## src/common/isa_pkg.sv

```systemverilog
package isa_pkg;

    localparam int XLEN = 32;
    localparam logic [XLEN-1:0] RESET_PC = 32'h8000_0000;

    // major opcodes used by the sequencer
    localparam logic [6:0] OP_JAL    = 7'b1101111;
    localparam logic [6:0] OP_JALR   = 7'b1100111;
    localparam logic [6:0] OP_BRANCH = 7'b1100011;
    localparam logic [6:0] OP_OP     = 7'b0110011;
    localparam logic [6:0] FUNCT7_MULDIV = 7'b0000001;   // M extension on OP

    // J-type, immediate bits scattered over the upper 20 bits
    typedef struct packed {
        logic       imm20;
        logic [9:0] imm10_1;
        logic       imm11;
        logic [7:0] imm19_12;
        logic [4:0] rd;
        logic [6:0] opcode;
    } j_fmt_t;

    // R/I/B share the funct7/rs2/rs1/funct3 layout
    typedef struct packed {
        logic [6:0] funct7;
        logic [4:0] rs2;
        logic [4:0] rs1;
        logic [2:0] funct3;
        logic [4:0] rd;
        logic [6:0] opcode;
    } ib_fmt_t;

    typedef union packed {
        j_fmt_t  j_fmt;
        ib_fmt_t ib_fmt;
    } instr_word_u;

    typedef enum logic [2:0] {PLAIN, JAL, JALR, BRANCH, MULDIV} instr_class_e;

    typedef struct packed {
        logic [XLEN-1:0] pc;
        logic [XLEN-1:0] instr;
    } issue_t;

    typedef struct packed {
        logic            taken;
        logic [XLEN-1:0] target;   // jalr or branch destination
    } resolve_t;

endpackage

```

## src/fetch/instr_decoder.sv

```systemverilog
`timescale 1ns/100ps

module instr_decoder (
    input  logic                      clk,
    input  logic                      rst_n,
    input  isa_pkg::instr_word_u      word,
    input  logic                      decode_start,
    output logic                      decode_done,
    output isa_pkg::instr_class_e     iclass,
    output logic [isa_pkg::XLEN-1:0]  imm_j
);

    isa_pkg::instr_class_e    class_c;
    logic [isa_pkg::XLEN-1:0] imm_c;

    always_comb begin
        case (word.ib_fmt.opcode)
            isa_pkg::OP_JAL:    class_c = isa_pkg::JAL;
            isa_pkg::OP_JALR:   class_c = isa_pkg::JALR;
            isa_pkg::OP_BRANCH: class_c = isa_pkg::BRANCH;
            isa_pkg::OP_OP: begin
                if (word.ib_fmt.funct7 == isa_pkg::FUNCT7_MULDIV) begin
                    class_c = isa_pkg::MULDIV;
                end else begin
                    class_c = isa_pkg::PLAIN;
                end
            end
            default:            class_c = isa_pkg::PLAIN;
        endcase
    end

    // reassemble J offset, bit 0 always zero
    assign imm_c = {{11{word.j_fmt.imm20}}, word.j_fmt.imm20, word.j_fmt.imm19_12,
                    word.j_fmt.imm11, word.j_fmt.imm10_1, 1'b0};

    always_ff @(posedge clk or negedge rst_n) begin
        if (!rst_n) begin
            decode_done <= 1'b0;
        end else begin
            decode_done <= decode_start;
        end
    end

    always_ff @(posedge clk) begin
        if (decode_start) begin
            iclass <= class_c;
            imm_j  <= imm_c;
        end
    end

endmodule

```

## config.mk

```make
export PLATFORM = sky130hd
export DESIGN_NAME = instr_decoder
export DESIGN_NICKNAME = d
export VERILOG_FILES = /design/src/common/isa_pkg.sv /design/src/fetch/instr_decoder.sv
export SDC_FILE = /design/constraint.sdc
export NUM_CORES = 1
export LEC_CHECK = 0
export ABC_CLOCK_PERIOD_IN_PS = 1680
export BUFFER_PORTS_ARGS = -buffer_cell sky130_fd_sc_hd__buf_2
export CELL_PAD_IN_SITES_DETAIL_PLACEMENT = 1
export CELL_PAD_IN_SITES_GLOBAL_PLACEMENT = 1
export CORE_ASPECT_RATIO = 0.6
export CORE_UTILIZATION = 30
export DETAILED_ROUTE_END_ITERATION = 10
export GPL_ROUTABILITY_DRIVEN = 0
export PLACE_DENSITY_LB_ADDON = 0.1
export SYNTH_ARGS = -nofsm -noshare
export SYNTH_HDL_FRONTEND = slang
export SYNTH_SLANG_ARGS = --single-unit
```

## constraint.sdc

```tcl
create_clock -name clk -period 1.68 [get_ports clk]
set_clock_uncertainty 0.2 [all_clocks]
set_input_delay 0.084 -clock clk [delete_from_list [all_inputs] [get_ports clk]]
set_output_delay 0.084 -clock clk [all_outputs]
set_load 0.1 [all_outputs]
```

; Word-level counts from Yosys, hierarchy flattened
; Cells that the tools add are included.
[totals]
ff_bits = 24
word_cells = 10
latch_bits = 0
in_bits = 35
ram_bits = 0
mem_count = 0
output_inout_bits = 36
mem_bits_ro = 0
[classes]
div = 0
magnitude_cmp = 0
n_eq_ne = 5
add_sub_neg = 0
shifts = 0
reduce_logical = 0
bitwise = 0
n_mul = 0
mux = 2
[op_table]
columns = cell, count
row1 = 7-bit == test (second input constant), 3
row2 = 3-bit one-hot mux with 4 select lines, 1
row3 = 7-bit by 1-bit == test with 1-bit output (second input constant), 1
row4 = 7-bit by 6-bit == test with 1-bit output (second input constant), 1
row5 = 3-bit 2-to-1 mux, 1

; Depth between registers and ports, before layout
; Gate-level depths: netlist of run 1.
[logic_depth]
word_depth = 3
mapped_depth = 2
ltp_nobuf = 2

; Worst setup path before layout of run 1
; No wires, ideal clock.
[synth_path]
path_kind = register to output
startpoint = reg, netlist name imm_j[20]
endpoint = out imm_j[21] (netlist bit)
n_path_buf = 1
path_slack_ps = -120
stages_incl_launch_ff = 2
t_arrival_ps = 1516
required_time_ps = 1396
path_cell_list = edfxtp_1 > buf_4
[synth_rtl]
columns = element, line
row1 = end: declaration, instr_decoder.sv:10  ; output logic [isa_pkg::XLEN-1:0] imm_j
; No word-level cell between the ends.

; Worst setup path after layout of run 1
[layout_path]
startpoint = in word[6] (netlist bit)
endpoint = reg iclass[2], data pin
[layout_via]
elab_chain_len = 2
elab_cells_between_ends = 5
cone_classes = eq/ne: 4 / mux: 1
[layout_rtl]
columns = element, line
row1 = start: declaration, instr_decoder.sv:6  ; input isa_pkg::instr_word_u word,
row2 = 7-bit by 6-bit == test with 1-bit output or 7-bit == test (tied branches), instr_decoder.sv:17  ; case (word.ib_fmt.opcode)
row3 = 3-bit one-hot mux with 4 select lines (*), instr_decoder.sv:17
row4 = named net class_c[2], instr_decoder.sv:13  ; isa_pkg::instr_class_e class_c;
row5 = end signal: assignment, instr_decoder.sv:46  ; iclass <= class_c;
row6 = end: declaration, instr_decoder.sv:9  ; output isa_pkg::instr_class_e iclass,
; The timed path passes the listed nets; every way through them passes the cells marked *.
; A chain may end at the register's enable or synchronous reset.

==> reports/results.ini, run 1 <==
[clock_tree]
htree_levels=1
cts_setup_buffers=0
clockBufferDepth=2
cts_made_buffers=3
clkSlewWorstSetupHoldPaths_ns=0.08
cts_tree=yes
cts.sinks=24
ctsRootBufferMaster=clkbuf_8

[drt]
drc=0
postRouteAntennaNets=0
wl_mm=2.22
vias_per_cell=4.07
drt_iter0_drc=26
route.detailed.wl_per_inst_um=13.4
vias=676
first_pass_iters=3

[floorplan]
dieArea_mm2=0.00319
rows=14
initial_core_util_pct=33.5
die_w_um=72.2
ios=71
die_h_um=44.1
fp.coreArea_mm2=0.00265

[sta]
relSlewSlack_pct=64.1
slew_violations=0
hold_viol=0
tightest_slew_ns=0.538
setup_viol=0
grt_setup_unrepaired=false
period_share_pct=95.6
fin_ws_ns=0.0732
period_needed_ns=1.61
fmax_ghz=0.622

[power_and_ir_drop]
peakVddDrop_uv=616
power.switching_w=0.000727
power_w=0.00171
power_density_mw_per_mm2=1170
swShare_pct=42.6
leakagePower_nw=0.639
power_frac_comb_pct=38.1
pwr-share-seq_pct=42.1
p_int_w=0.000978
clock_power_share_pct=19.8

[critical_path]
cp_max_fo=2
end_kind=flop
cp.required_ns=1.58
worst_ep_arrival_time_ns=1.51
crit_family=simple AND/OR/NAND/NOR gates
crit_type=in -> reg
slowest_stage=dlygate4sd3_1
critPathBufInv=2
crit_chain=dlygate4sd3_1 -> buf_2 -> or4b_4 -> nor4_4
cp-start-kind=input port
max_stage_delay_ns=0.54

[status]
run_status=finished clean

[global_route]
antenna_found_initial=0
grt_pass1_vias=697
grt_first_pass_wirelength_mm=3.37
track_usage_pct=15.2
grt-ovfl-total=0
grt_max_degree=25

[yosys]
synth_top_cell_by_area=edfxtp_1
synth_cell_type_count=13
syn_avg_cell_area_um2=18.9
ys_ff_latch=24
yosysSeqAreaShare_pct=80.7
synthesis.nets=82
syn_inst=47
yosysWarnings=0
synth.top_cell.area_share_pct=77.9
synthTopCellsByArea=edfxtp_1 78%, buf_4 10%, dfrtp_1 2.8%
netlist_area_um2=887

[layout]
final_cell_mix=63 x buf_2, 24 x dlygate4sd3_1, 23 x edfxtp_1, 3 x clkbuf_8, 2 x nand2b_1
synthToLayoutAreaGrowth_pct=64.6
mostFrequentLayoutCell=buf_2
drive_gt1_share_pct=54.8
final_area_mm2=0.00146
fillers=277
num_antenna_cells=0
final_nets=162

[min_path]
min_path_type=in -> reg
min-delay-start=decode_start
hold_depth=1
min_to=decode_done$_DFF_PN0_

[placement]
numPortBuffers=64
placed_cell_area_mm2=0.00117
dp_slack_ns=0.280

[run]
maxCapViolCount=0

==> layout make-up <==
type	instances	area, um2	share of cell area (%)
Sequential cell	24	716	49.0
Timing Repair Buffer	87	556	38.0
Multi-Input combinational cell	11	93.8	6.43
Tap cell	40	50.0	3.43
Clock buffer	4	45.0	3.08
==> per-stage QoR <==
step | setup TNS (ns) | std cells | hold WS (ns) | utilization [%]
after detailed placement | 0 | 139 | -0.341 | 44.1
after global placement | 0 | 139 | -0.342 | 44.1
after floorplan | -1.32 | 47 | -0.412 | -
final | 0 | 166 | 0.0310 | 55.2
after CTS | 0 | 167 | 0.00285 | 54.9
after global routing | 0 | 166 | 0.0321 | 55.2
==> power groups by stage <==
| stage | registers [W] | clock network [W] | logic (W) |
|---|---|---|---|
| after CTS | 0.000718 | 0.000348 | 0.000647 |
| final | 0.000717 | 0.000338 | 0.000650 |
| after detailed placement | 0.000731 | 0 | 0.000604 |
| after global routing | 0.000723 | 0.000382 | 0.000665 |
| after global placement | 0.000729 | 0 | 0.000604 |
| after floorplan | 0.00106 | 0 | 0.000203 |
==> Yosys cell counts (all sizes together) <==
master / n
nand3: 1
nor3: 1
dfrtp: 1
or4b: 1
nand4b: 1
or4: 1
nand2b: 2
edfxtp: 23
xor2: 1
buf: 12
nor2: 1
nor4: 1
conb: 1
==> how the worst max path moves through the flow <==
stage,start,to,slack (ns),depth (start not counted)
final,word[6],iclass[2]$_DFFE_PP_,0.07,4
after global routing,imm_j[20]$_DFFE_PP_,imm_j[23],0.06,1
after CTS,word[27],iclass[2]$_DFFE_PP_,0.03,4
after detailed placement,word[27],iclass[2]$_DFFE_PP_,0.28,3
after global placement,word[27],iclass[2]$_DFFE_PP_,0.35,3
after floorplan,imm_j[20]$_DFFE_PP_,imm_j[21],-0.12,1
==> sequential cells by signal, summed over array words and instances (netlist names) <==
name / flops
decode_done: 1
imm_j: 20
iclass: 3
==> routing by layer <==
metal	global-route usage (%)	wire length, um	part of all wire, %	vias up
li1	-	-	-	322
met3	6.15	165	7.4	2
met2	27.5	1200	54	34
met5	0	0	0	-
met4	3.53	8	0.36	0
met1	17.2	852	38	318
==> cell families after synthesis <==
group / after synthesis / share of synthesized area, %
xor gates and xnor gates: 1 / 0.987
DFF: 24 / 80.7
other: 1 / 0.423
buffers and inverters: 12 / 10.2
and+or+nand+nor: 9 / 7.76
==> timing repair <==
item,4_1_cts,5_1_grt
endpoints found under the setup margin,0,1
endpoints found under the hold margin,23,0
gates resized for setup,0,2
hold buffers,24,0
Note: power is estimated with default switching activity, not from simulation.
==> inputs of run 2 (changes only) <==
--- a/config.mk
+++ b/config.mk
@@ -13,7 +13,7 @@
 export CORE_UTILIZATION = 30
 export DETAILED_ROUTE_END_ITERATION = 10
 export GPL_ROUTABILITY_DRIVEN = 0
-export PLACE_DENSITY_LB_ADDON = 0.1
+export PLACE_DENSITY_LB_ADDON = 0.12
 export SYNTH_ARGS = -nofsm -noshare
 export SYNTH_HDL_FRONTEND = slang
 export SYNTH_SLANG_ARGS = --single-unit
==> run 2 against run 1 <==
  * Combinational power is essentially flat
  * Sequential share of layout area down 0.42 points
  * Global-route usage shrank 0.99 points
  * Via count increased by 1.2%
  * Maximum frequency fell by 0.88%
  * Clock power about the same
  * Clock-buffer cell count unchanged
  * Critical path depth did not move
==> reports/results.ini, run 2 (same netlist as run 1, synthesis figures left out) <==
[status]
run_status=finished clean

[critical_path]
cp-start-kind=input port
crit_type=in -> reg
worst_ep_arrival_time_ns=1.52
cp.required_ns=1.58
end_kind=flop
cp_max_fo=2

[floorplan]
dieArea_mm2=0.00319
ios=71
rows=14
die_h_um=44.1
fp.coreArea_mm2=0.00265
initial_core_util_pct=33.5
die_w_um=72.2

[drt]
drc=0
first_pass_iters=4
route.detailed.wl_per_inst_um=12.8
vias=684
wl_mm=2.16
vias_per_cell=4.05
postRouteAntennaNets=0
drt_iter0_drc=22

[sta]
grt_setup_unrepaired=false
setup-tns-final_ns=0
slew_violations=0
tightest_slew_ns=0.524
hold_viol=0
fmax_ghz=0.617
setup_viol=0
relSlewSlack_pct=65.1
period_share_pct=96.5
period_needed_ns=1.62

[clock_tree]
cts_made_buffers=3
post_cts_resize_count=0
cts_setup_buffers=0
ctsRootBufferMaster=clkbuf_8
htree_levels=1
clkSlewWorstSetupHoldPaths_ns=0.08
clockBufferDepth=2
cts.sinks=24
cts_tree=yes

[layout]
stdcell_count=169
final_nets=165
mostFrequentLayoutCell=buf_2
largest_reg_flops=20
reg_top3=imm_j (20), iclass (3), decode_done (1)
drive_gt1_share_pct=53.5
largest-register=imm_j
final_cell_mix=64 x buf_2, 26 x dlygate4sd3_1, 23 x edfxtp_1, 3 x clkbuf_8, 2 x nand2b_1
num_antenna_cells=0
synthToLayoutAreaGrowth_pct=66.0

[power_and_ir_drop]
power_density_mw_per_mm2=1160
power_frac_comb_pct=38.1
pwr-share-seq_pct=42.1
clock_power_share_pct=19.8
p_int_w=0.000981
swShare_pct=42.5
peakVddDrop_uv=733
power.switching_w=0.000724
leakagePower_nw=0.638

[run]
maxCapViolCount=0

[min_path]
min_path_type=in -> reg

[global_route]
grt_pass1_vias=682
track_usage_pct=14.2
grt-ovfl-total=0
antenna_found_initial=0
grt_max_degree=25
grt_first_pass_wirelength_mm=3.26

[placement]
numPortBuffers=64
dp_cells=139

## run 2: power groups by stage
stage          clock, W  combinational [W]  sequential [W]
6_report       0.000337           0.000650        0.000718
5_1_grt        0.000377           0.000665        0.000723
4_1_cts        0.000351           0.000650        0.000719
3_5_place_dp          0           0.000604        0.000732
3_3_place_gp          0           0.000604        0.000729
2_1_floorplan         0           0.000203         0.00106
## run 2: final cells by class
cell class / instances / area (um2)
fill: 284 / 1170
sequential: 24 / 716
timing repair buffer: 90 / 581
multi-input combinational: 11 / 81.3
tap: 40 / 50.0
clock buffer: 4 / 45.0
## run 2: path summary, 6_finish.rpt
| kind | start | to | slack [ns] | depth (start not counted) |
|---|---|---|---|---|
| min in group asynchronous | rst_n | decode_done$_DFF_PN0_ | 0.47 | 3 |
| worst min-delay path | decode_start | decode_done$_DFF_PN0_ | 0.02 | 1 |
| max in group asynchronous | rst_n | decode_done$_DFF_PN0_ | 0.71 | 3 |
| worst max-delay path | word[27] | iclass[2]$_DFFE_PP_ | 0.06 | 4 |
## run 2: critical path, stage by stage
cell           delay (ns)
dlygate4sd3_1        0.54
buf_2                0.13
or4_4                0.53
nor4_2               0.24
## run 2: routing by layer
layer / global-route usage, % / vias to the layer above / share of wire, % / wire (um)
met4: 2.35 / 0 / 0 / 0
met1: 15.7 / 327 / 41 / 883
met3: 6.15 / 0 / 6.6 / 142
met2: 26.2 / 34 / 52 / 1130
li1: - / 323 / - / -
met5: 0 / - / 0 / 0
## run 2: repair_timing
action | in CTS | in global routing
endpoints found under the setup margin | 0 | 0
hold buffers | 26 | 0
hold endpoints to repair | 24 | 0
## run 2: through the flow
step           utilization, %  setup slack [ns]  area (um2)  total power (W)  hold WS, ns
3_5_place_dp             44.1             0.336        1170          0.00134       -0.336
5_1_grt                  55.7            0.0386        1470          0.00177       0.0459
3_3_place_gp             44.1             0.345        1170          0.00133       -0.338
6_report                 55.7            0.0589        1470          0.00170       0.0239
2_1_floorplan               -            -0.120         887          0.00126       -0.412
4_1_cts                  55.7            0.0523        1470          0.00172       0.0339
