### config.mk
export PLATFORM = sky130hd
export DESIGN_NAME = mem_arbiter
export DESIGN_NICKNAME = d
export VERILOG_FILES = /design/src/common/isa_pkg.sv /design/src/common/mem_pkg.sv /design/src/design/mem_arbiter.sv
export SDC_FILE = /design/constraint.sdc
export NUM_CORES = 1
export LEC_CHECK = 0
export ABC_AREA = 1
export CAP_MARGIN = 40
export CORE_AREA = 3 3 62 64
export DETAILED_ROUTE_END_ITERATION = 8
export DIE_AREA = 0 0 65 67
export DONT_BUFFER_PORTS = 1
export REMOVE_ABC_BUFFERS = 1
export SLEW_MARGIN = 20
export SYNTH_ARGS = -nofsm -noshare
export SYNTH_HDL_FRONTEND = slang
export SYNTH_SLANG_ARGS = --single-unit
export TNS_END_PERCENT = 10
### constraint.sdc
create_clock -name clk -period 1.4 [get_ports clk]
set_clock_uncertainty 0.05 [all_clocks]
set_input_delay 0.21 -clock clk [delete_from_list [all_inputs] [get_ports clk]]
set_output_delay 0.21 -clock clk [all_outputs]
set_load 0.01 [all_outputs]
### src/common/isa_pkg.sv
package isa_pkg;

    localparam int XLEN = 32;
    localparam logic [XLEN-1:0] RESET_PC = 32'h8000_0000;

    // major opcodes used by the sequencer
    localparam logic [6:0] OP_JAL    = 7'b1101111;
    localparam logic [6:0] OP_JALR   = 7'b1100111;
    localparam logic [6:0] OP_BRANCH = 7'b1100011;
    localparam logic [6:0] OP_OP     = 7'b0110011;
    localparam logic [6:0] FUNCT7_MULDIV = 7'b0000001;   // M extension on OP

    // J-type, immediate bits scattered over the upper 20 bits
    typedef struct packed {
        logic       imm20;
        logic [9:0] imm10_1;
        logic       imm11;
        logic [7:0] imm19_12;
        logic [4:0] rd;
        logic [6:0] opcode;
    } j_fmt_t;

    // R/I/B share the funct7/rs2/rs1/funct3 layout
    typedef struct packed {
        logic [6:0] funct7;
        logic [4:0] rs2;
        logic [4:0] rs1;
        logic [2:0] funct3;
        logic [4:0] rd;
        logic [6:0] opcode;
    } ib_fmt_t;

    typedef union packed {
        j_fmt_t  j_fmt;
        ib_fmt_t ib_fmt;
    } instr_word_u;

    typedef enum logic [2:0] {PLAIN, JAL, JALR, BRANCH, MULDIV} instr_class_e;

    typedef struct packed {
        logic [XLEN-1:0] pc;
        logic [XLEN-1:0] instr;
    } issue_t;

    typedef struct packed {
        logic            taken;
        logic [XLEN-1:0] target;   // jalr or branch destination
    } resolve_t;

endpackage

### src/common/mem_pkg.sv
package mem_pkg;

    localparam int MEM_AW    = 8;               // word address bits
    localparam int MEM_DEPTH = 1 << MEM_AW;

    // instruction memory sits at the reset vector
    localparam logic [isa_pkg::XLEN-1:0] MEM_BASE = isa_pkg::RESET_PC;

    typedef struct packed {
        logic                     we;
        logic [MEM_AW-1:0]        addr;   // word address
        logic [isa_pkg::XLEN-1:0] wdata;
    } mem_req_t;

endpackage

### src/design/mem_arbiter.sv
`timescale 1ns/100ps

module mem_arbiter (
    input  logic                      clk,
    input  logic                      rst_n,
    input  logic                      ld_req,
    input  mem_pkg::mem_req_t         ld_cmd,
    output logic                      ld_ack,
    input  logic                      f_req,
    input  logic [mem_pkg::MEM_AW-1:0] f_addr,
    output logic                      f_ack,
    output logic [31:0]               f_rdata,
    output mem_pkg::mem_req_t         mem_req,
    output logic                      mem_en,
    input  logic [31:0]               rdata
);

    typedef enum logic [1:0] {IDLE, LD_GRANT, F_GRANT} grant_e;
    typedef enum logic [1:0] {ISSUE, RESP, RELEASE} phase_e;

    grant_e grant;
    phase_e phase;
    logic   cur_req;

    assign cur_req = (grant == LD_GRANT) ? ld_req : f_req;

    always_ff @(posedge clk or negedge rst_n) begin
        if (!rst_n) begin
            grant <= IDLE;
            phase <= ISSUE;
        end else begin
            case (grant)
                IDLE: begin
                    phase <= ISSUE;
                    if (ld_req) begin
                        grant <= LD_GRANT;   // loader wins when both ask
                    end else if (f_req) begin
                        grant <= F_GRANT;
                    end
                end
                default: begin
                    case (phase)
                        ISSUE: phase <= RESP;   // sram access this cycle
                        RESP: begin
                            if (!cur_req) begin
                                phase <= RELEASE;
                            end
                        end
                        default: begin
                            grant <= IDLE;  // ack already low here
                            phase <= ISSUE;
                        end
                    endcase
                end
            endcase
        end
    end

    assign mem_en = (grant != IDLE) && (phase == ISSUE);
    assign ld_ack = (grant == LD_GRANT) && (phase == RESP);
    assign f_ack  = (grant == F_GRANT) && (phase == RESP);
    assign f_rdata = rdata;   // stays put, no other read until next grant

    always_comb begin
        if (grant == LD_GRANT) begin
            mem_req = ld_cmd;
        end else begin
            mem_req.we    = 1'b0;
            mem_req.addr  = f_addr;
            mem_req.wdata = '0;
        end
    end

endmodule

=== Yosys cells after proc, flatten, opt, wreduce, memory -nomap -nowiden ===
Index checks and enable logic that the tools add are counted.

* Output and inout bits: 76
* Bits in registers: 4
* Bits of input ports: 85

* Equal/unequal tests: 6
* Reductions and logical operators: 8
* Muxes and demuxes: 9

{| class="wikitable"
|+ Operators with widths
! operator !! number
|-
| $mux W41 || 1
|-
| $mux W2 || 6
|-
| $eq A2 B1 Y1 const B || 2
|-
| $logic_not A2 Y1 || 2
|-
| $pmux W2 S2 || 1
|-
| $logic_and A1 B1 Y1 || 3
|-
| $ne A3 B2 Y1 const B || 1
|-
| $ne A3 B3 Y1 const B || 1
|-
| $eq A2 B2 Y1 const B || 1
|-
| $ne A2 B1 Y1 const B || 1
|-
| $reduce_and A2 Y1 || 1
|-
| $reduce_bool A2 Y1 || 1
|-
| $reduce_or A2 Y1 || 1
|-
| $mux W1 || 1
|}

=== Longest topological paths before layout ===
Gate-level depths: netlist (run 1).

* Depth after elaboration: 5
* Gate-level depth with buffers: 6
* Depth with buffers taken out: 6

=== Worst setup path after synthesis (run 1) ===
Ideal clock, no wire load.

* Kind: reg-to-output
* Start: reg grant[1]
* End: out mem_req[10] (netlist bit)
* Data arrival time: 900 ps
* Stages on the path, launching flop included: 5
* Required time: 1,140 ps
* Path slack: 240 ps
* Cells stage by stage: dfrtp_1 > inv_1 > nand2_2 > buf_4 > nor2_1

{| class="wikitable"
|+ RTL lines
! what !! RTL line !! source
|-
| start, declared || mem_arbiter.sv:21 || <nowiki>grant_e grant;</nowiki>
|-
| start signal, assigned || mem_arbiter.sv:29 || <nowiki>grant <= IDLE;</nowiki>
|-
| start signal, assigned || mem_arbiter.sv:36 || <nowiki>grant <= LD_GRANT;</nowiki>
|-
| start signal, assigned || mem_arbiter.sv:38 || <nowiki>grant <= F_GRANT;</nowiki>
|-
| end, declared || mem_arbiter.sv:13 || <nowiki>output mem_pkg::mem_req_t mem_req,</nowiki>
|}

==> metrics.txt, run 1 <==
DRT Wirelength=4.84 mm; placed inst area=946 µm²; Pwr Total=2.33 mW; total grt overflow=0; GRT Overall Usage=0.193; Layout Cells excl Fill=219; hold slack final=0.0717 ns; WL/cell=22.1 µm; sequential area share after synthesis=0.116; Avg Inst Size Synth=5.31 µm²; met2 usage=0.374; CTS tree=yes; CTS Root Cell=clkbuf_4; setup TNS=-0.806 ns; routed vias=988; WS Path Type=register to output pin; antenna violations before repair=0; WP data required=1.14 ns; slack of the critical path=-0.0469 ns; YS warnings=0; Synth-to-Final Area Change=32.0%; Slew headroom=0.835; busiest layer in global routing=met2; RSZ-0062 raised after global routing=true; CTS Buffer Depth=2; Min Clock Period, post-route=1.45 ns; Mapped Cells=162; maximum VDD drop=447 µV; cell depth of the worst flop-to-flop path=6; n_diodes=0; failing checks=negative setup slack; nets=260; Clock Sinks=4; die area=0.00436 mm²; ANT nets after route=0; Placement Setup Slack=0.0740 ns; Die Wd=65 µm; met1 Track Usage GR=0.124; min-delay worst type=input port to register; f_max=0.691 GHz; max-slew violations=0; largest net degree at the start of global routing=23; Avg Vias per Cell=4.51; Detailed Place HPWL=4.20 mm; CP Capture Type=output pin; Final period util=1.03; Pre-antenna DRT Iters=4; Worst-Margin Slew=0.246 ns; max cap viols=0; GP Congestion=0.674; CP arrival=1.19 ns; share of layout cells above drive strength 1=0.474; mapped cell area=861 µm²; Reg clk slew, reported paths=0.04 ns; post-layout util=0.340; WHS Path Cells=2; Finished Cell Area=0.00114 mm²; Std-Cell Rows=21; Final Hold Fails=0; commonest non-fill, non-tap cell in the layout=buf_4; clk_lat worst skew=0.23 ns; critical path peak fanout=11; I/O pin count=161; I/O Buffers=0; initial drt markers=26; CP startpoint kind=register; vias in the first global route=818; Placed Cells=209; LEAKAGE=0.718 nW; Initial Util=0.258; Unique masters post-synth=11; register bit total from synthesis=4; drc violations=0; Final setup viols=34; core area=0.00334 mm²; most frequent cells in the layout=buf_4, inv_1, nor2_2, nor2_1, nand2_1; CTS H-tree depth=1; outcome=finished with violations; first-pass GRT wire length=5.42 mm; Num CTS Buffers=3; Die Ht=67 µm; Power Density=2050 mW/mm²; global-route met3 utilization=0.162
[logic make-up after synthesis]
kind of cell	share of synthesized area
flip-flops	0.116
AO/OA/AOI/OAI	0.00581
AND/OR/NAND/NOR	0.366
buffers and inverters	0.512
[critical path, cell delays in order (launching register included)]
cell	delay, ns
dfrtp_1	0.38
inv_2	0.09
nand2_4	0.08
clkbuf_16	0.18
nor2_2	0.09
buf_4	0.12
[per-layer routing]
metal | routed length [µm] | part of all wire
met5 | 60 | 0.012
met4 | 116 | 0.024
met3 | 747 | 0.15
met2 | 2660 | 0.55
met1 | 1250 | 0.26
[cells in the mapped netlist (all sizes together)]
cell	count	area, µm²
buf	38	290
nand3	12	60.1
nor3	1	5.00
o21ai	1	5.00
nor2	38	143
nand2	28	108
dfrtp	4	100
inv	40	150
[registers in the layout (all words and copies together) (netlist names)]
signal,cells
grant,2
phase,2
[power by group]
group          switching, mW  total, mW  internal (mW)
clock                 0.0439      0.140         0.0957
sequential            0.0439      0.217          0.173
combinational           1.07       1.98          0.907
[path summary, 6_finish.rpt]
check	startpoint	endpoint	slack, ns
worst max-delay path	grant[1]	mem_req[13]	-0.05
max in group asynchronous	rst_n	grant[0]	0.92
worst max register to register	grant[1]	grant[0]	0.21
min in group asynchronous	rst_n	grant[1]	0.20
worst min register to register	phase[0]	phase[0]	0.48
worst min-delay path	f_req	grant[1]	0.07
[cell type report]
type,instances,area [µm²]
sequential,4,101
tap,46,57.6
multi-input combinational,80,410
timing repair buffer,46,394
inverter,40,150
fill,351,2200
clock buffer,3,22.5
[timing repair]
item	CTS	global route
hold buffers	1	0
hold endpoints to repair	4	0
buffers inserted	5	0
resized for setup	3	32
setup endpoints to repair	42	44
pin swaps	0	2
cloned	0	1
Power figures use the tool's default switching activity.
==> inputs of run 2 (changes only) <==
CORE_AREA = 3 3 61 63   (was 3 3 62 64)
DIE_AREA = 0 0 64 66   (was 0 0 65 67)
==> run 2 against run 1 <==
  * The run still ends with negative setup slack left
  * Setup slack gained 0.010 ns
  * Global-route usage increased by 2.1 points
  * Maximum frequency grew 0.70%
  * Count of clock-buffer cells in the layout is the same
  * Largest cell class unchanged
==> metrics.txt, run 2 (synthesis results as in run 1) <==
placed inst area=926 µm² (-2.1%); worst r2r dst=grant[0]; Min Clock Period, post-route=1.44 ns (-0.0100 ns); antenna violations before repair=0 (unchanged); Layout Cells excl Fill=220 (+0.46%); total grt overflow=0 (unchanged); Synth-to-Final Area Change=36.0%; routed vias=974 (-1.4%); CTS Buffer Depth=2 (unchanged); RSZ-0062 raised after global routing=true; largest registers=grant (2), phase (2); failing checks=negative setup slack; f_max=0.696 GHz (+0.70%); CP Capture Type=output pin; CP startpoint kind=register; met1 Track Usage GR=0.125 (+0.000879); CTS tree=yes; Std-Cell Rows=21 (unchanged); GRT Overall Usage=0.214 (+0.0215); CP arrival=1.18 ns (about the same); initial drt markers=22 (-15%); Num CTS Buffers=3 (unchanged); CTS H-tree depth=1 (unchanged); Hold Crit Endpoint=grant[0]; Reg clk slew, reported paths=0.04 ns (about the same); Die Ht=66 µm (-1.5%); CP max-delay cell=dfrtp_1; HP Start=ld_req; Die Wd=64 µm (-1.5%); cell depth of the worst flop-to-flop path=5 (-1); Pre-antenna DRT Iters=4 (unchanged); Finished Cell Area=0.00117 mm² (+3.1%); Power Density=2060 mW/mm² (+0.52%); I/O pin count=161 (unchanged); most frequent cells in the layout=buf_4, inv_1, nor2_2, nand2_1, nor2_1; clk_lat worst skew=0.23 ns (about the same); critical path peak fanout=16 (+5); FF-to-FF Start=grant[0]; WL/cell=22.0 µm (-0.56%); GP Congestion=0.760 (+13%); CTS Root Cell=clkbuf_4; LEAKAGE=0.721 nW (+0.41%); share of layout cells above drive strength 1=0.506 (+0.0318); core area=0.00328 mm² (-1.6%); min-delay worst type=input port to register; max cap viols=0 (unchanged); vias in the first global route=886 (+8.3%); DRT Wirelength=4.83 mm (-0.10%); Final Hold Fails=0 (unchanged); setup TNS=-0.592 ns (+0.214 ns); hold slack final=0.0429 ns (-0.0288 ns); first-pass GRT wire length=6.21 mm (+15%); nets=261 (+0.38%); Detailed Place HPWL=4.19 mm (-0.14%); busiest layer in global routing=met2; Avg Vias per Cell=4.43 (-1.9%); commonest non-fill, non-tap cell in the layout=buf_4; Final setup viols=33 (-2.9%); outcome=finished with violations; slack of the critical path=-0.0368 ns (+0.0100 ns); Initial Util=0.262 (+0.00413); die area=0.00422 mm² (-3.0%); met2 usage=0.379 (+0.00515); n_diodes=0 (unchanged); WS Path Type=register to output pin; I/O Buffers=0 (unchanged); CP cell instances=inv_2, nand2_4, buf_12, nor2_2, buf_4; WP data required=1.14 ns (about the same); Max stage delay on crit path=0.38 ns (about the same); Placed Cells=208 (-0.48%); Worst R2R Setup Slack=0.22 ns (about the same); maximum VDD drop=880 µV (+97%); WHS Path Cells=2 (unchanged); Final period util=1.03 (-0.00717); Slew headroom=0.839 (+0.00355); drc violations=0 (unchanged); ANT nets after route=0 (unchanged); largest net degree at the start of global routing=17 (-26%); max-slew violations=0 (unchanged); global-route met3 utilization=0.253 (+0.0915); Worst-Margin Slew=0.241 ns (-0.00530 ns); Clock Sinks=4 (unchanged)
## run 2: area by class of cell
class / instances / area [µm²]
clock buffers: 3 / 22.5
fillers: 360 / 2110
inverters: 40 / 150
multi-input cells: 80 / 433
flip-flops and latches: 4 / 101
well taps: 46 / 57.6
repair buffers: 47 / 407
## run 2: how the worst max path moves through the flow
stage          slack, ns  cells after the start          end  startpoint
2_1_floorplan      -0.09                      3       ld_ack    grant[1]
3_3_place_gp        0.08                      5   mem_req[3]    grant[1]
3_5_place_dp        0.04                      5   mem_req[3]    grant[1]
4_1_cts            -0.05                      5  mem_req[18]    grant[1]
5_1_grt            -0.13                      5   mem_req[9]    grant[1]
6_report           -0.04                      5  mem_req[18]    grant[1]
## run 2: timing repair
item / CTS / global route
endpoints found under the setup margin: 43 / 44
hold endpoints to repair: 4 / 0
gates cloned: 1 / 0
resized for setup: 34 / 14
hold buffers: 1 / 0
pin swaps: 3 / 6
setup buffers: 7 / 0
## run 2: worst max-delay path: cells and delay by family, from the launching register on
family | cells | cell delay, ns
buffers and inverters | 3 | 0.39
flip-flops | 1 | 0.38
AND/OR/NAND/NOR | 2 | 0.18
## run 2: report_power, final
part | total (mW) | leakage (nW) | switching [mW] | internal (mW)
Clock | 0.141 | 0.0138 | 0.0456 | 0.0958
Sequential | 0.214 | 0.0496 | 0.0411 | 0.173
Combinational | 2.06 | 0.657 | 1.12 | 0.941
Total | 2.42 | 0.721 | 1.21 | 1.21
## run 2: per-layer routing
layer | part of all wire | up-vias
met2 | 0.52 | 120
li1 | - | 448
met1 | 0.22 | 398
met5 | 0.0052 | -
met3 | 0.22 | 6
met4 | 0.032 | 2
## run 2: through the flow
stage / setup slack (ns) / utilization / power (mW)
final: -0.0368 / 0.357 / 2.42
after global routing: -0.128 / 0.357 / 2.64
after CTS: -0.0504 / 0.344 / 2.36
after detailed placement: 0.0382 / 0.282 / 1.76
after global placement: 0.0770 / 0.282 / 1.73
after floorplan: -0.0894 / - / 1.03
==> inputs of run 3 (changes only) <==
CTS_BUF_LIST = sky130_fd_sc_hd__clkbuf_4 sky130_fd_sc_hd__clkbuf_8   (was default)
REMOVE_ABC_BUFFERS = default   (was 1)
SETUP_SLACK_MARGIN = 0.5   (was default)
==> run 3 against run 2 <==
  * The run still ends with negative setup slack left
  * Global-route usage is 12 points lower
  * Critical path depth is 1 lower
  * Worst hold slack improved by 0.0061 ns
  * Flip-flop and latch count is the same
  * Count of clock-buffer cells in the layout is the same
  * Wire length decreased by 50%
  * Sequential share of layout area grew 1.5 points
  * Largest power group unchanged
  * Highest routed layer is now met4
==> metrics.txt, run 3 (synthesis results as in run 1) <==
outcome=finished with violations; failing checks=negative setup slack; Num CTS Buffers=3 (unchanged); nets=222 (-15%); maximum VDD drop=1040 µV (+18%); Post-Syn Nets=247; LEAKAGE=0.531 nW (-26%); vias in the first global route=664 (-25%); Max stage delay on crit path=0.40 ns (+0.02 ns); CTS Root Cell=clkbuf_4; Worst-Margin Slew=0.217 ns (-0.0240 ns); I/O Buffers=0 (unchanged); largest registers=grant (2), phase (2); core area=0.00328 mm² (unchanged); Clock Sinks=4 (unchanged); share of layout cells above drive strength 1=0.452 (-0.0539); Placed Cells=175 (-16%); CP Launch Point=grant[1]; CP arrival=1.15 ns (-0.03 ns); Final setup viols=10 (-70%); die area=0.00422 mm² (unchanged); CP max-delay cell=dfrtp_1; CP cell instances=inv_2, nand2_4, buf_12, nor2_2; first-pass GRT wire length=3.20 mm (-48%); Final Hold Fails=0 (unchanged); I/O pin count=161 (unchanged); Pre-antenna DRT Iters=2 (-2); Power Density=2120 mW/mm² (+2.7%); Pwr Total=2.12 mW (-12%); slack of the critical path=-0.00859 ns (+0.0282 ns); initial drt markers=12 (-45%); GP Congestion=0.718 (-5.6%); Reg power frac=0.108 (+0.019); sw power=1.26 mW (+4.2%); Die Wd=64 µm (unchanged); routed vias=766 (-21%); largest net degree at the start of global routing=16 (-1); Detailed Place HPWL=1.89 mm (-55%); most frequent cells in the layout=inv_1, nor2_4, nand2_1, nor2_2; Reg clk slew, reported paths=0.03 ns (about the same); RSZ-0062 raised after global routing=true; WP data required=1.14 ns (about the same); clk_lat worst skew=0.23 ns (about the same); CP Capture Type=output pin; max cap viols=0 (unchanged); Placement Setup Slack=0.171 ns (+0.133 ns); Final period util=1.01 (-0.0202); Layout Cells excl Fill=181 (-18%); CTS tree=yes; CP startpoint kind=register; ANT nets after route=0 (unchanged); CTS Buffer Depth=2 (unchanged); Net Sw Frac=0.593 (+0.0933); clock power share=0.065 (+0.006); f_max=0.710 GHz (+2.0%); hold slack final=0.0490 ns (+0.00615 ns); n_diodes=0 (unchanged); HP Start=ld_req; min-delay worst type=input port to register; Initial Util=0.262 (unchanged); Std-Cell Rows=21 (unchanged); WS Path Type=register to output pin; Die Ht=66 µm (unchanged); CP delay by family, top=flip-flops; antenna violations before repair=0 (unchanged); CTS H-tree depth=1 (unchanged); Min Clock Period, post-route=1.41 ns (-0.0282 ns); GRT Overall Usage=0.0969 (-0.118); commonest non-fill, non-tap cell in the layout=inv_1; Logic pwr share=0.827 (-0.026); FF-to-FF Start=grant[0]; total grt overflow=0 (unchanged); DRT Wirelength=2.42 mm (-50%); Avg Vias per Cell=4.23 (-4.4%); Internal=864 µW (-29%); WL/cell=13.3 µm (-39%); Slew headroom=0.854 (+0.0154); fillers=356 (-1.1%); CP bufs+invs=2 (-1); max-slew violations=0 (unchanged); drc violations=0 (unchanged); critical path peak fanout=15 (-1); Synth-to-Final Area Change=16.3%
run 3: cell types whose count changed in the layout (fill, tap and decap cells not counted), moves of 2 or more:
cell | before | now
buf_4 | 39 | 4
nor2_4 | 3 | 21
nor2_1 | 14 | 3
nor2_2 | 21 | 14
buf_6 | 5 | 0
nand2_1 | 18 | 16
nand2_2 | 9 | 11
run 3: routing by layer:
metal  routed length, µm  vias up  track usage  part of all wire
li1                    -      371            -                 -
met1                 890      324        0.106              0.37
met2                1180       65        0.150              0.49
met3                 309        6       0.0527              0.13
met4                  31        0       0.0512             0.013
met5                   0        -            0                 0
run 3: layout make-up:
type / count / area [µm²] / share of cell area
Multi-Input combinational cell: 80 / 562 / 0.561
Sequential cell: 4 / 101 / 0.101
Clock buffer: 3 / 22.5 / 0.0225
Timing Repair Buffer: 8 / 108 / 0.107
Tap cell: 46 / 57.6 / 0.0575
Inverter: 40 / 150 / 0.150
run 3: metrics by stage:
stage | TNS, ns | util | area (µm²)
global placement | 0 | 0.249 | 817
detailed placement | 0 | 0.249 | 817
CTS | -0.405 | 0.299 | 981
global route | -1.66 | 0.305 | 1000
finish | -0.0661 | 0.305 | 1000
floorplan | 0 | - | 998
run 3: worst paths after layout:
kind	end	slack (ns)	depth (start not counted)
min	grant[0]	0.05	2
max in group asynchronous	grant[0]	0.92	1
max reg2reg	grant[0]	0.22	5
min in group asynchronous	phase[0]	0.20	1
min reg2reg	phase[0]	0.50	3
max	mem_req[30]	-0.009	4
run 3: power groups by stage:
stage | registers [mW] | clock network [mW] | logic, mW
floorplan | 0.213 | 0 | 1.33
global placement | 0.224 | 0 | 1.41
detailed placement | 0.228 | 0 | 1.43
CTS | 0.229 | 0.147 | 1.74
global route | 0.237 | 0.150 | 1.90
finish | 0.229 | 0.138 | 1.76
run 3: timing repair:
action	in CTS	in global routing
setup endpoints to repair	48	48
resized for setup	25	6
hold buffers	1	0
setup buffers	1	0
pin swaps	3	2
gates cloned	1	0
hold endpoints to repair	4	0
